### src/design/armExc_settings.svh
`ifndef ARMEXC_SETTINGS_SVH
`define ARMEXC_SETTINGS_SVH

// Flops per interrupt synchronizer chain
`define SYNC_STAGES 2

// Base of the exception vector table
`define VECTOR_BASE 32'h0000_0000

// ARM vector table offsets, relative to VECTOR_BASE
// Undefined instruction
`define VEC_UNDEF 8'h04
// Software interrupt
`define VEC_SWI   8'h08
// Prefetch abort
`define VEC_PABT  8'h0C
// Data abort
`define VEC_DABT  8'h10
// Normal interrupt
`define VEC_IRQ   8'h18
// Fast interrupt
`define VEC_FIQ   8'h1C

`endif

### src/design/armExcPkg.sv
package armExcPkg;

  // Cause behind a reported vector
  // causeNone when no vector is valid
  typedef enum logic [2:0] {
    causeNone          = 3'd0,
    // Synchronous, reported in E
    causeUndefined     = 3'd1,
    causeSwi           = 3'd2,
    causePrefetchAbort = 3'd3,
    // Synchronous, reported in M
    causeDataAbort     = 3'd4,
    // Asynchronous, reported when the clear token hits W
    causeIrq           = 3'd5,
    causeFiq           = 3'd6
  } excCause_e;

  // Kind of interrupt a pipeline-clear token stands for
  // One bit, travels E -> M -> W with the token
  typedef enum logic {
    kindIrq = 1'b0,
    kindFiq = 1'b1
  } tokenKind_e;

endpackage

### src/design/clearTokenPipe.sv
`timescale 1ns/100ps

module clearTokenPipe (
  input  logic                  clk,
  input  logic                  rstN,
  // Token injected into D this cycle lands in E
  input  logic                  injectValid,
  input  armExcPkg::tokenKind_e injectKind,
  // Kills for the tokens leaving E and M
  input  logic                  exceptionFlushE,
  input  logic                  exceptionFlushM,
  // Any token in flight
  output logic                  tokenBusy,
  // Token sitting in W this cycle
  output logic                  tokenAtW,
  output armExcPkg::tokenKind_e tokenKindW
);

  import armExcPkg::*;

  // Valid bits per stage
  logic validE;
  logic validM;
  logic validW;

  // Kind per stage is only meaningful with its valid bit
  tokenKind_e kindE;
  tokenKind_e kindM;
  tokenKind_e kindW;

  // Valid bits shift forward every cycle
  always_ff @(posedge clk or negedge rstN) begin
    if (!rstN) begin
      validE <= 1'b0;
      validM <= 1'b0;
      validW <= 1'b0;
    end else begin
      // New token from D
      validE <= injectValid;
      // Flush of E kills the token moving to M
      validM <= validE & ~exceptionFlushE;
      // Flush of M kills the token moving to W
      validW <= validM & ~exceptionFlushM;
      // W falls empty unless M hands over
    end
  end

  // Kind follows the valid bits
  always_ff @(posedge clk) begin
    kindE <= injectKind;
    kindM <= kindE;
    kindW <= kindM;
  end

  // Blocks further injection while anything is in flight
  assign tokenBusy = validE | validM | validW;

  // W holds a token for exactly one cycle
  assign tokenAtW   = validW;
  assign tokenKindW = kindW;

endmodule

### src/design/exceptionPriority.sv
`timescale 1ns/100ps
`include "armExc_settings.svh"

module exceptionPriority (
  // Synchronized, masked interrupt requests
  input  logic                  irqReq,
  input  logic                  fiqReq,
  // Synchronous exception flags
  input  logic                  undefinedInstrE,
  input  logic                  swiE,
  input  logic                  prefetchAbortE,
  input  logic                  dataAbortM,
  // Token pipeline status
  input  logic                  tokenBusy,
  input  logic                  tokenAtW,
  input  armExcPkg::tokenKind_e tokenKindW,
  // Interrupt entry, one cycle pulse
  output logic                  irqAssert,
  output logic                  fiqAssert,
  // Pipeline controls
  output logic                  pipelineClearD,
  output logic                  exceptionFlushD,
  output logic                  exceptionFlushE,
  output logic                  exceptionFlushM,
  output logic                  exceptionStallD,
  output logic                  exceptionKillStallD,
  // Token injection into D
  output logic                  injectValid,
  output armExcPkg::tokenKind_e injectKind,
  // Handler vector
  output logic                  vectorValid,
  output armExcPkg::excCause_e  vectorCause,
  output logic [31:0]           vectorAddress
);

  import armExcPkg::*;

  // Offset of the winning cause into the table
  logic [7:0] vectorOffset;

  // Ordered decision, first match wins
  always_comb begin
    // Quiet defaults
    irqAssert           = 1'b0;
    fiqAssert           = 1'b0;
    pipelineClearD      = 1'b0;
    exceptionFlushD     = 1'b0;
    exceptionFlushE     = 1'b0;
    exceptionFlushM     = 1'b0;
    exceptionStallD     = 1'b0;
    exceptionKillStallD = 1'b0;
    injectValid         = 1'b0;
    injectKind          = kindIrq;
    vectorValid         = 1'b0;
    vectorCause         = causeNone;

    if (tokenAtW) begin
      // Token reached W, enter the handler
      // Sync exceptions this cycle are dropped
      vectorValid = 1'b1;
      if (tokenKindW == kindFiq) begin
        fiqAssert   = 1'b1;
        vectorCause = causeFiq;
      end else begin
        irqAssert   = 1'b1;
        vectorCause = causeIrq;
      end
    end else if (dataAbortM) begin
      // Data abort, flush everything up to M
      exceptionFlushD     = 1'b1;
      exceptionFlushE     = 1'b1;
      exceptionFlushM     = 1'b1;
      exceptionKillStallD = 1'b1;
      vectorValid         = 1'b1;
      vectorCause         = causeDataAbort;
    end else if (fiqReq && !tokenBusy) begin
      // FIQ, drop a clear token into D
      pipelineClearD  = 1'b1;
      exceptionFlushD = 1'b1;
      exceptionStallD = 1'b1;
      injectValid     = 1'b1;
      injectKind      = kindFiq;
    end else if (irqReq && !tokenBusy) begin
      // IRQ, same as FIQ with the other kind
      pipelineClearD  = 1'b1;
      exceptionFlushD = 1'b1;
      exceptionStallD = 1'b1;
      injectValid     = 1'b1;
      injectKind      = kindIrq;
    end else if (prefetchAbortE) begin
      // Prefetch abort wins over undef
      exceptionFlushD = 1'b1;
      exceptionFlushE = 1'b1;
      exceptionFlushM = 1'b1;
      vectorValid     = 1'b1;
      vectorCause     = causePrefetchAbort;
    end else if (undefinedInstrE) begin
      exceptionFlushD = 1'b1;
      exceptionFlushE = 1'b1;
      exceptionFlushM = 1'b1;
      vectorValid     = 1'b1;
      vectorCause     = causeUndefined;
    end else if (swiE) begin
      // SWI only squashes the instruction behind it
      exceptionFlushD = 1'b1;
      vectorValid     = 1'b1;
      vectorCause     = causeSwi;
    end
  end

  // Table lookup by cause
  always_comb begin
    case (vectorCause)
      causeUndefined:     vectorOffset = `VEC_UNDEF;
      causeSwi:           vectorOffset = `VEC_SWI;
      causePrefetchAbort: vectorOffset = `VEC_PABT;
      causeDataAbort:     vectorOffset = `VEC_DABT;
      causeIrq:           vectorOffset = `VEC_IRQ;
      causeFiq:           vectorOffset = `VEC_FIQ;
      // No cause, points at the base
      default:            vectorOffset = 8'h00;
    endcase
  end

  // Base plus zero-extended offset
  assign vectorAddress = `VECTOR_BASE + {24'h00_0000, vectorOffset};

endmodule

### src/design/exceptionUnit.sv
`timescale 1ns/100ps
`include "armExc_settings.svh"

module exceptionUnit (
  input  logic                 clk,
  input  logic                 rstN,
  // Synchronous exception flags
  input  logic                 undefinedInstrE,
  input  logic                 swiE,
  input  logic                 prefetchAbortE,
  input  logic                 dataAbortM,
  // Asynchronous interrupt pins and their enables
  input  logic                 irq,
  input  logic                 fiq,
  input  logic                 irqEnabled,
  input  logic                 fiqEnabled,
  // Interrupt entry
  output logic                 irqAssert,
  output logic                 fiqAssert,
  // Pipeline controls
  output logic                 pipelineClearD,
  output logic                 exceptionFlushD,
  output logic                 exceptionFlushE,
  output logic                 exceptionFlushM,
  output logic                 exceptionStallD,
  output logic                 exceptionKillStallD,
  // Handler vector
  output logic                 vectorValid,
  output armExcPkg::excCause_e vectorCause,
  output logic [31:0]          vectorAddress
);

  import armExcPkg::*;

  // Synchronizer to priority logic
  logic       irqReq;
  logic       fiqReq;

  // Priority logic to token pipe
  logic       injectValid;
  tokenKind_e injectKind;

  // Token pipe back to priority logic
  logic       tokenBusy;
  logic       tokenAtW;
  tokenKind_e tokenKindW;

  // Pin synchronizers and masking
  interruptSync #(
    .SyncStages (`SYNC_STAGES)
  ) interruptSync_i (
    .clk        (clk),
    .rstN       (rstN),
    .irq        (irq),
    .fiq        (fiq),
    .irqEnabled (irqEnabled),
    .fiqEnabled (fiqEnabled),
    .irqReq     (irqReq),
    .fiqReq     (fiqReq)
  );

  // In-flight clear tokens, killed by E/M flushes
  clearTokenPipe clearTokenPipe_i (
    .clk             (clk),
    .rstN            (rstN),
    .injectValid     (injectValid),
    .injectKind      (injectKind),
    .exceptionFlushE (exceptionFlushE),
    .exceptionFlushM (exceptionFlushM),
    .tokenBusy       (tokenBusy),
    .tokenAtW        (tokenAtW),
    .tokenKindW      (tokenKindW)
  );

  // Combinational priority and vector
  exceptionPriority exceptionPriority_i (
    .irqReq              (irqReq),
    .fiqReq              (fiqReq),
    .undefinedInstrE     (undefinedInstrE),
    .swiE                (swiE),
    .prefetchAbortE      (prefetchAbortE),
    .dataAbortM          (dataAbortM),
    .tokenBusy           (tokenBusy),
    .tokenAtW            (tokenAtW),
    .tokenKindW          (tokenKindW),
    .irqAssert           (irqAssert),
    .fiqAssert           (fiqAssert),
    .pipelineClearD      (pipelineClearD),
    .exceptionFlushD     (exceptionFlushD),
    .exceptionFlushE     (exceptionFlushE),
    .exceptionFlushM     (exceptionFlushM),
    .exceptionStallD     (exceptionStallD),
    .exceptionKillStallD (exceptionKillStallD),
    .injectValid         (injectValid),
    .injectKind          (injectKind),
    .vectorValid         (vectorValid),
    .vectorCause         (vectorCause),
    .vectorAddress       (vectorAddress)
  );

endmodule

### src/design/interruptSync.sv
`timescale 1ns/100ps
`include "armExc_settings.svh"

module interruptSync #(
  // Flops in each synchronizer chain
  parameter int SyncStages = `SYNC_STAGES
) (
  input  logic clk,
  input  logic rstN,
  // Asynchronous interrupt pins
  input  logic irq,
  input  logic fiq,
  // CPSR style enables that are already synchronous
  input  logic irqEnabled,
  input  logic fiqEnabled,
  // Synchronized and masked requests
  output logic irqReq,
  output logic fiqReq
);

  // Lane positions inside the shared chain
  localparam int IrqLane = 0;
  localparam int FiqLane = 1;

  // Both pins sampled together
  logic [1:0] pinLevels;

  // One 2-bit lane per stage with stage 0 nearest the pins
  logic [SyncStages-1:0][1:0] syncQ;

  // Last stage of the chain
  logic [1:0] syncOut;

  assign pinLevels[IrqLane] = irq;
  assign pinLevels[FiqLane] = fiq;

  // Shift chain from the pins toward the priority logic
  always_ff @(posedge clk or negedge rstN) begin
    if (!rstN) begin
      syncQ <= '0;
    end else begin
      syncQ[0] <= pinLevels;
      // Each later stage takes the one before it
      for (int i = 1; i < SyncStages; i++) begin
        syncQ[i] <= syncQ[i-1];
      end
    end
  end

  assign syncOut = syncQ[SyncStages-1];

  // Mask after the chain
  // A disabled line never reaches the priority logic
  assign irqReq = syncOut[IrqLane] & irqEnabled;
  assign fiqReq = syncOut[FiqLane] & fiqEnabled;

endmodule

### config.mk
export PLATFORM = sky130hd
export DESIGN_NAME = exceptionUnit
export DESIGN_NICKNAME = d
export VERILOG_FILES = /design/src/design/armExcPkg.sv /design/src/design/clearTokenPipe.sv /design/src/design/exceptionPriority.sv /design/src/design/exceptionUnit.sv /design/src/design/interruptSync.sv
export VERILOG_INCLUDE_DIRS = /design/src /design/src/design
export SDC_FILE = /design/constraint.sdc
export NUM_CORES = 1
export LEC_CHECK = 0
export ABC_AREA = 0
export BUFFER_PORTS_ARGS = -buffer_cell sky130_fd_sc_hd__buf_2
export CAP_MARGIN = 30
export CORE_UTILIZATION = 31
export DETAILED_ROUTE_END_ITERATION = 10
export PLACE_DENSITY = 0.68
export SLEW_MARGIN = 20
export SYNTH_ARGS = -nofsm -noshare
export SYNTH_HDL_FRONTEND = slang
export SYNTH_SLANG_ARGS = --single-unit
### constraint.sdc
create_clock -name clk -period 3.5 [get_ports clk]
set_input_delay 0.7 -clock clk [delete_from_list [all_inputs] [get_ports clk]]
set_output_delay 0.7 -clock clk [all_outputs]
set_load 0.005 [all_outputs]
==> results by group, run 1 <==
Clocking
  – Clk_lat worst skew: 0.25 ns
  – TritonCTS clock tree: built
  – Root Buffer Master: sky130_fd_sc_hd__clkbuf_4
  – Post_cts resized: 0
  – Htree depth: 1
  – Reg clk slew, reported paths: 0.06 ns
  – Maximum clock path buffer count: 2
  – Number of buffers inserted during clock tree synthesis: 3
  – Number of hold-repair buffers added at the cts stage: 0
  – Number of setup buffers added after CTS: 0
  – TritonCTS Sinks: 10

Synthesis
  – Number of flops mapped to enable cells by yosys: 0
  – Synth cell count leaders: 31 x sky130_fd_sc_hd__buf_4, 7 x sky130_fd_sc_hd__dfrtp_1, 5 x sky130_fd_sc_hd__nor2_1
  – Register bit total from synthesis: 10
  – Mapped Avg Cell Area: 9.19 um2
  – Share of async-settable or async-resettable flops after synthesis: 0.700
  – Netlist area before placement: between 600 and 700 um2
  – Register area share after synthesis: 0.351
  – Top FF cell, synth: sky130_fd_sc_hd__dfrtp_1
  – Post-synthesis cell count: 73
  – Share of the synthesized area in the top cell type: 0.347
  – Most area-hungry cell type in the Yosys netlist: sky130_fd_sc_hd__buf_4
  – Biggest area contributors in the synthesized netlist: sky130_fd_sc_hd__buf_4 35%, sky130_fd_sc_hd__dfrtp_1 26%, sky130_fd_sc_hd__dfxtp_1 9.0%
  – Synthesis warning total: 0
  – Unique masters post-synth: 21
  – Most numerous cell in the Yosys netlist: sky130_fd_sc_hd__buf_4

Die
  – Die ar.: 2350 um2
  – Die span in y: 48.5 um
  – I/O pins: 54
  – Die X-Extent: 48.5 um
  – Area of the core: approximately 2000 um2
  – Starting density of the core: 0.335
  – Number of rows in the core area: 16

Timing
  – Post-route minimum period: approximately 2.4 ns
  – Post-route setup TNS: 0 ns
  – Slew Viols, Final: 0
  – Top achievable clock speed: 423 MHz
  – Final period utilization: 0.676
  – Final-report setup violation count: 0
  – RSZ-0062 raised after global routing: no
  – Final clock skew: 0.00469 ns
  – Least setup slack across all paths after layout: ~1.1 ns
  – Final hold vios: 0

GRT
  – Global-route wire length before repair: 1.45 mm
  – GR Overflow Total: 0
  – GRT Util Overall: 0.0802
  – Maximum number of pins on one net before global-route repair: 9
  – Via count of the first global-routing pass: 373
  – Antenna violations before repair: 0

Layout
  – Fraction of final layout cells sized beyond drive strength 1: 0.320
  – Syn-to-layout area delta: 7.09%
  – Post-layout nets: about 110
  – Antenna diode count: 0
  – Register Area: about 240 um2
  – Multi-input logic area: between 200 and 300 um2
  – Total non-filler cell area in the finished layout: between 700 and 800 um2
  – # fillers: around 220
  – Final cell count without fillers: 124

Outcome
  – Result of the run: finished, final reports clean

Placement
  – Final weighted congestion of routability-driven global placement: 0.708
  – Worst Setup Slack post-DPL: 1.13 ns
  – Half-perimeter wire length after detailed placement: roughly 840 um
  – Area after detailed placement: 692 um2
  – Buffers on Ports: 24
  – Placed cells: 120

Critical path
  – Max incr delay on CP: approximately 0.54 ns
  – Arrival time reported for the critical path endpoint: 1.67 ns
  – CP Capture Type: output port
  – Slowest cell on the critical path: sky130_fd_sc_hd__or4_1
  – Critical path startpoint category: primary input
  – CP max FO: 6
  – Critical path, cell by cell: buf_2, or4_1, nor2_1, buf_2
  – CP required: 2.80 ns
  – Most frequent cell on the critical path: sky130_fd_sc_hd__buf_2
  – Critical Setup Path Class: in2out

Pwr
  – Part of the total power dissipated in combinational logic: 0.179
  – Cell-internal power: 182 uW
  – Proportion of power drawn by flip-flops and latches: 0.499
  – Switching fraction of total power: 0.259
  – Power density relative to cell area: 342 nW/um2
  – Static power due to leakage: 0.000403 uW
  – Final total power: 245 uW
  – Relative contribution of the clock network to total power: 0.322
  – VDD IR-drop max: between 200 and 300 uV
  – Total net switching power: roughly 64 uW

Routing
  – Initial DRT Pass Iterations: 2
  – Initial DRC count: 1
  – Final wirelength: 948 um
  – Post-route antenna net violation count: 0
  – Number of DRC violations after detailed routing: 0
  – Total via count in the routed design: 460
  – Average via count per standard cell: 3.71
  – Wire length per cell after detailed routing: roughly 7.6 um

Job
  – Max-cap check violation count: 0

Hold path
  – Min-Delay Path Class: in2async
==> cell type report <==
| type | instances | area share |
|---|---|---|
| clock buffer | 4 | 0.0366 |
| inverter | 4 | 0.0209 |
| multi-input combinational | 55 | 0.401 |
| sequential | 10 | 0.328 |
| tap | 27 | 0.0470 |
| timing repair buffer | 24 | 0.167 |
==> kinds of logic after synthesis <==
kind of cell	synth area share
other	0.00559
buffers and inverters	0.377
AND/OR/NAND/NOR	0.149
flip-flops	0.351
AO/OA/AOI/OAI	0.118
==> critical path: cells and delay by family <==
family | cells | cell delay [ns]
buffers and inverters | 2 | 0.27
and+or+nand+nor | 2 | 0.70
==> registers in the layout (all words and copies together), names as in the netlist <==
name                         flops
interruptSync_i.syncOut          2
interruptSync_i.syncQ            2
clearTokenPipe_i.kindE           1
clearTokenPipe_i.kindM           1
clearTokenPipe_i.tokenAtW        1
clearTokenPipe_i.tokenKindW      1
clearTokenPipe_i.validE          1
clearTokenPipe_i.validM          1
==> power by group through the flow <==
stage          Combinational (uW)  Clock (uW)  Sequential, uW
2_1_floorplan                50.7           0             124
4_1_cts                      44.0        83.2             122
6_report                     43.9        79.1             122
3_3_place_gp                 43.5           0             124
5_1_grt                      49.2        91.6             123
3_5_place_dp                 43.9           0             125
==> path summary, 6_finish.rpt <==
check	startpoint	end	slack, ns	cells past startpoint
worst max-delay path	dataAbortM	pipelineClearD	1.13	4
worst min register to register	clearTokenPipe_i.kindM	clearTokenPipe_i.tokenKindW	0.33	0
max in group asynchronous	rstN	clearTokenPipe_i.tokenAtW	3.08	1
min in group clk	clearTokenPipe_i.kindM	clearTokenPipe_i.tokenKindW	0.33	0
worst min-delay path	rstN	interruptSync_i.syncQ[0]	0.26	1
worst max register to register	clearTokenPipe_i.tokenAtW	clearTokenPipe_i.validE	2.20	2
==> through the flow <==
stage | hold slack, ns | utilization
3_3_place_gp | 0.311 | 0.346
6_report | 0.264 | 0.359
2_1_floorplan | 0.310 | -
4_1_cts | 0.263 | 0.359
3_5_place_dp | 0.315 | 0.346
5_1_grt | 0.252 | 0.359
==> layout by cell type (no fill, tap or decap), drive strengths merged <==
master,count
nor3,2
nor2,5
dfxtp,3
a21oi,1
a22oi,1
inv,4
nor4,1
dfrtp,7
or4,1
conb,29
o31ai,4
o21bai,1
or2,2
o21a,1
buf,24
nor2b,2
o32ai,1
clkbuf,4
nand2b,1
nand2,3
==> layer usage <==
layer / share of wire / global-route usage / wire length [um] / vias up
met4: 0 / 0 / 0 / 0
met2: 0.45 / 0.141 / 428 / 42
met3: 0.14 / 0.0566 / 133 / 0
met5: 0 / 0 / 0 / -
li1: - / - / - / 226
met1: 0.41 / 0.0830 / 386 / 192
Power figures use the tool's default switching activity.
==> inputs of run 2 (changes only) <==
--- a/config.mk
+++ b/config.mk
@@ -11,7 +11,7 @@
 export CAP_MARGIN = 30
 export CORE_UTILIZATION = 31
 export DETAILED_ROUTE_END_ITERATION = 10
-export PLACE_DENSITY = 0.68
+export PLACE_DENSITY = 0.71
 export SLEW_MARGIN = 20
 export SYNTH_ARGS = -nofsm -noshare
 export SYNTH_HDL_FRONTEND = slang
==> constraint.sdc (replaced) <==
create_clock -name clk -period 2.1 [get_ports clk]
set_input_delay 0.42 -clock clk [delete_from_list [all_inputs] [get_ports clk]]
set_output_delay 0.42 -clock clk [all_outputs]
set_load 0.005 [all_outputs]
==> run 2 against run 1 <==
Compared with the run above: critical endpoint unchanged; clock power is 110% higher; setup slack worse by 1.0 ns; critical path type is now reg2out; cell count is 0.81% higher; via count is 3.3% higher; combinational power is 73% higher; highest routed layer unchanged; design area is 3.3% higher; wire length is 6.1% higher; sequential power is 67% higher; total power is 83% higher; clock skew is 0.0025 ns lower; core utilization is 1.2 points higher; clock-buffer cell count stayed put.
==> results by group, run 2 (synthesis results as in run 1) <==
Die
  – Die span in y: 48.5 um
  – Starting density of the core: 0.335
  – Number of rows in the core area: 16
  – Die X-Extent: 48.5 um
  – Die ar.: ~2400 um2
  – Area of the core: 2000 um2
  – I/O pins: 54

Clocking
  – Maximum clock path buffer count: 2
  – Root Buffer Master: sky130_fd_sc_hd__clkbuf_4
  – Number of buffers inserted during clock tree synthesis: 3
  – Number of setup buffers added after CTS: 0
  – Clk_lat worst skew: 0.26 ns
  – TritonCTS Sinks: 10
  – Htree depth: 1
  – Reg clk slew, reported paths: 0.06 ns
  – TritonCTS clock tree: built

Routing
  – Initial DRT Pass Iterations: 4
  – Initial DRC count: 5
  – Average via count per standard cell: 3.80
  – Number of DRC violations after detailed routing: 0
  – Wire length per cell after detailed routing: 8.05 um
  – Post-route antenna net violation count: 0
  – Final wirelength: 1.01 mm
  – Total via count in the routed design: around 480

Placement
  – Worst Setup Slack post-DPL: 0.289 ns
  – Buffers on Ports: 24
  – Final weighted congestion of routability-driven global placement: 0.753
  – Placed cells: 120
  – Area after detailed placement: 692 um2
  – Half-perimeter wire length after detailed placement: roughly 850 um

Timing
  – Least setup slack across all paths after layout: 0.106 ns
  – Post-route setup TNS: 0 ns
  – Final hold vios: 0
  – Final period utilization: 0.949
  – Top achievable clock speed: around 500 MHz
  – Final-report setup violation count: 0
  – Final clock skew: between 0.002 and 0.0025 ns
  – Slew Viols, Final: 0
  – RSZ-0062 raised after global routing: no
  – Post-route minimum period: 1.99 ns

Critical path
  – CP Capture Type: output port
  – Arrival time reported for the critical path endpoint: 1.57 ns
  – CP required: 1.68 ns
  – Critical path, cell by cell: or4_1, nor2_2, buf_2
  – Top delay family on crit path: simple AND/OR/NAND/NOR gates
  – CP max FO: 8
  – Slowest cell on the critical path: sky130_fd_sc_hd__or4_1
  – Critical Setup Path Class: reg2out
  – Max incr delay on CP: 0.59 ns
  – Buffer and inverter count on the worst path: 1
  – Critical path startpoint category: register

Pwr
  – Static power due to leakage: between 0.0004 and 0.0005 uW
  – Power density relative to cell area: 604 nW/um2
  – VDD IR-drop max: 418 uV

Layout
  – Antenna diode count: 0
  – Final cell count without fillers: 125
  – Total non-filler cell area in the finished layout: 742 um2
  – Syn-to-layout area delta: 10.6%
  – Post-layout util: 0.371
  – Post-layout nets: ~110
  – Commonest non-fill, non-tap cell in the layout: sky130_fd_sc_hd__conb_1
  – Commonest cells after routing, fill and taps aside: 29 x sky130_fd_sc_hd__conb_1, 24 x sky130_fd_sc_hd__buf_2, 6 x sky130_fd_sc_hd__dfrtp_1
  – Fraction of final layout cells sized beyond drive strength 1: 0.347

GRT
  – Maximum number of pins on one net before global-route repair: 9
  – Antenna violations before repair: 0
  – GRT Util Overall: 0.0879
  – Global-route wire length before repair: between 1.5 and 2 mm
  – GR Overflow Total: 0
  – Via count of the first global-routing pass: 360

Hold path
  – Min-Delay Path Class: in2reg

Outcome
  – Result of the run: finished, final reports clean

Job
  – Max-cap check violation count: 0
==> run 2: cell count changes in the layout (fill, tap and decap cells not counted), sizes merged <==
cell         before  now
dlygate4sd3       0    1
==> run 2: report_power, final <==
group	internal (uW)	switching, uW
clock	105	63.2
sequential	200	4.39
combinational	31.5	44.6
==> run 2: path summary, 6_finish.rpt <==
kind	slack, ns	start	to	cells after the start
max	0.11	clearTokenPipe_i.tokenAtW	pipelineClearD	3
min	0.26	irq	interruptSync_i.syncQ[0]	1
max reg2reg	0.84	clearTokenPipe_i.tokenAtW	clearTokenPipe_i.validE	2
min reg2reg	0.33	clearTokenPipe_i.kindM	clearTokenPipe_i.tokenKindW	0
max in group asynchronous	1.43	rstN	clearTokenPipe_i.tokenAtW	2
min in group asynchronous	0.51	rstN	clearTokenPipe_i.tokenAtW	2
==> run 2: metal layers <==
| layer | global-route usage | routed length (um) |
|---|---|---|
| met5 | 0 | 0 |
| met4 | 0.0294 | 0 |
| met3 | 0.0597 | 137 |
| met2 | 0.127 | 434 |
| met1 | 0.104 | 434 |
==> run 2: through the flow <==
step                hold slack [ns]  power (uW)
finish                        0.262         448
global route                  0.235         481
CTS                           0.250         456
detailed placement            0.261         281
global placement              0.254         280
floorplan                     0.124         292
==> run 2: what timing repair did <==
action	in CTS	in global routing
hold buffers	1	0
gates resized for setup	0	2
setup endpoints to repair	0	2
hold endpoints to repair	7	0
==> run 2: layout make-up <==
class / instances / area, um2
clock buffers: 4 / 36.3
fillers: 211 / 1260
inverters: 4 / 15.0
multi-input cells: 55 / 290
flip-flops and latches: 10 / 236
well taps: 27 / 33.8
repair buffers: 25 / 130
==> inputs of run 3 (changes only) <==
--- a/config.mk
+++ b/config.mk
@@ -9,9 +9,11 @@
 export ABC_AREA = 0
 export BUFFER_PORTS_ARGS = -buffer_cell sky130_fd_sc_hd__buf_2
 export CAP_MARGIN = 30
-export CORE_UTILIZATION = 31
+export CELL_PAD_IN_SITES_DETAIL_PLACEMENT = 2
+export CELL_PAD_IN_SITES_GLOBAL_PLACEMENT = 2
+export CORE_UTILIZATION = 17
 export DETAILED_ROUTE_END_ITERATION = 10
-export PLACE_DENSITY = 0.71
+export PLACE_DENSITY = 0.74
 export SLEW_MARGIN = 20
 export SYNTH_ARGS = -nofsm -noshare
 export SYNTH_HDL_FRONTEND = slang
==> run 3 against run 2 <==
Compared with the run above: total power rose by 17%; critical path depth is the same; clock skew up 0.00061 ns; worst hold slack lost 0.26 ns; maximum frequency is essentially flat.
==> results by group, run 3 (synthesis results as in run 1) <==
Routing
  – Total via count in the routed design: about 500
  – Number of DRC violations after detailed routing: 0
  – Wire length per cell after detailed routing: 9.63 um
  – Initial DRC count: 18
  – Final wirelength: roughly 1.4 mm
  – Post-route antenna net violation count: 0
  – Average via count per standard cell: 3.43
  – Initial DRT Pass Iterations: 4

Timing
  – RSZ-0062 raised after global routing: no
  – Top achievable clock speed: roughly 500 MHz
  – Final-report setup violation count: 0
  – Final clock skew: ~0.0028 ns
  – Slew Viols, Final: 0
  – Final period utilization: 0.950
  – Post-route minimum period: 1.99 ns
  – Post-route setup TNS: 0 ns
  – Final hold vios: 0
  – Least setup slack across all paths after layout: 0.105 ns

Clocking
  – Htree depth: 1
  – Number of setup buffers added after CTS: 0
  – Number of hold-repair buffers added at the cts stage: 0
  – Root Buffer Master: sky130_fd_sc_hd__clkbuf_8
  – Clk_lat worst skew: approximately 0.24 ns
  – Reg clk slew, reported paths: roughly 0.050 ns
  – Maximum clock path buffer count: 2
  – TritonCTS Sinks: 10
  – TritonCTS clock tree: built
  – Number of buffers inserted during clock tree synthesis: 3

Pwr
  – Power density relative to cell area: 677 nW/um2
  – VDD IR-drop max: 283 uV
  – Static power due to leakage: 0.000417 uW

Die
  – Die ar.: approximately 4200 um2
  – Die X-Extent: 64.8 um
  – Die span in y: between 60 and 70 um
  – I/O pins: 54
  – Number of rows in the core area: 22
  – Starting density of the core: 0.180
  – Area of the core: 3720 um2

Layout
  – # fillers: 469
  – Commonest cells after routing, fill and taps aside: 29 x sky130_fd_sc_hd__conb_1, 24 x sky130_fd_sc_hd__buf_2, 7 x sky130_fd_sc_hd__dfrtp_1
  – Antenna diode count: 0
  – Post-layout nets: 108
  – Commonest non-fill, non-tap cell in the layout: sky130_fd_sc_hd__conb_1
  – Fraction of final layout cells sized beyond drive strength 1: 0.340
  – Syn-to-layout area delta: 15.7%

Critical path
  – R2R Path Start: clearTokenPipe_i.tokenAtW
  – Crit. Startpoint: clearTokenPipe_i.tokenAtW
  – CP required: 1.68 ns
  – CP max FO: 8
  – Critical Setup Path Class: reg2out
  – Critical path startpoint category: register
  – Arrival time reported for the critical path endpoint: ~1.6 ns
  – CP Capture Type: output port
  – Depth of the worst register-to-register path: 2

GRT
  – Antenna violations before repair: 0
  – Maximum number of pins on one net before global-route repair: 9
  – GR Overflow Total: 0
  – Via count of the first global-routing pass: between 400 and 500
  – GRT Util Overall: 0.0713
  – Global-route wire length before repair: 2.21 mm

Placement
  – Worst Setup Slack post-DPL: 0.259 ns
  – Final weighted congestion of routability-driven global placement: 0.744
  – Buffers on Ports: 24
  – Half-perimeter wire length after detailed placement: roughly 1.2 mm

Outcome
  – Result of the run: finished, final reports clean

Job
  – Max-cap check violation count: 0

Hold path
  – Min-Delay Path Class: in2async
[run 3: changes by cell type in the layout (fill, tap and decap cells not counted), sizes merged]
cell / previous run / this run
dlygate4sd3: 1 / 0
[run 3: stage by stage]
| step | util | std cells | power (uW) | hold WS [ns] | cell area [um2] |
|---|---|---|---|---|---|
| 2_1_floorplan | - | 101 | 292 | 0.124 | 776 |
| 3_3_place_gp | 0.193 | 141 | 282 | 0.253 | 718 |
| 3_5_place_dp | 0.193 | 141 | 285 | 0.262 | 718 |
| 4_1_cts | 0.208 | 145 | 537 | 0.000537 | 773 |
| 5_1_grt | 0.209 | 145 | 557 | 0.00757 | 776 |
| 6_report | 0.209 | 145 | 525 | 0.00360 | 776 |
[run 3: layout make-up]
cell class / count / area, um2 / share of cell area
Clock buffer: 4 / 55.1 / 0.0710
Inverter: 4 / 15.0 / 0.0194
Multi-Input combinational cell: 55 / 290 / 0.374
Sequential cell: 10 / 235 / 0.303
Tap cell: 48 / 60.1 / 0.0774
Timing Repair Buffer: 24 / 120 / 0.155
[run 3: final timing paths]
check                                         endpoint  slack (ns)
max                                    exceptionStallD        0.11
min                            clearTokenPipe_i.validE       0.004
max reg2reg                    clearTokenPipe_i.validE        0.82
min reg2reg                clearTokenPipe_i.tokenKindW        0.33
max in group asynchronous     interruptSync_i.syncQ[1]        1.94
min in group clk              interruptSync_i.syncQ[0]        0.29
[run 3: power breakdown]
group / switching, uW / total, uW / internal, uW
sequential: 4.84 / 205 / 200
clock: 77.8 / 243 / 165
combinational: 47.2 / 77.6 / 30.4
total: 130 / 525 / 396
[run 3: repair_timing]
action                                  CTS  global route
resized for setup                         0             1
endpoints found under the hold margin     0             0
endpoints found under the setup margin    0             2
[run 3: layer usage]
| metal | wire length [um] | track usage | up-vias |
|---|---|---|---|
| met1 | 543 | 0.0788 | 234 |
| met5 | 0 | 0 | - |
| met4 | 15 | 0.0250 | 0 |
| met2 | 670 | 0.118 | 36 |
| li1 | - | - | 223 |
| met3 | 166 | 0.0335 | 5 |
[run 3: critical path, cell delays in order (launching register included)]
cell and delay [ns]:
sky130_fd_sc_hd__dfrtp_1 0.46, sky130_fd_sc_hd__or4_1 0.60, sky130_fd_sc_hd__nor2_2 0.14, sky130_fd_sc_hd__buf_2 0.13
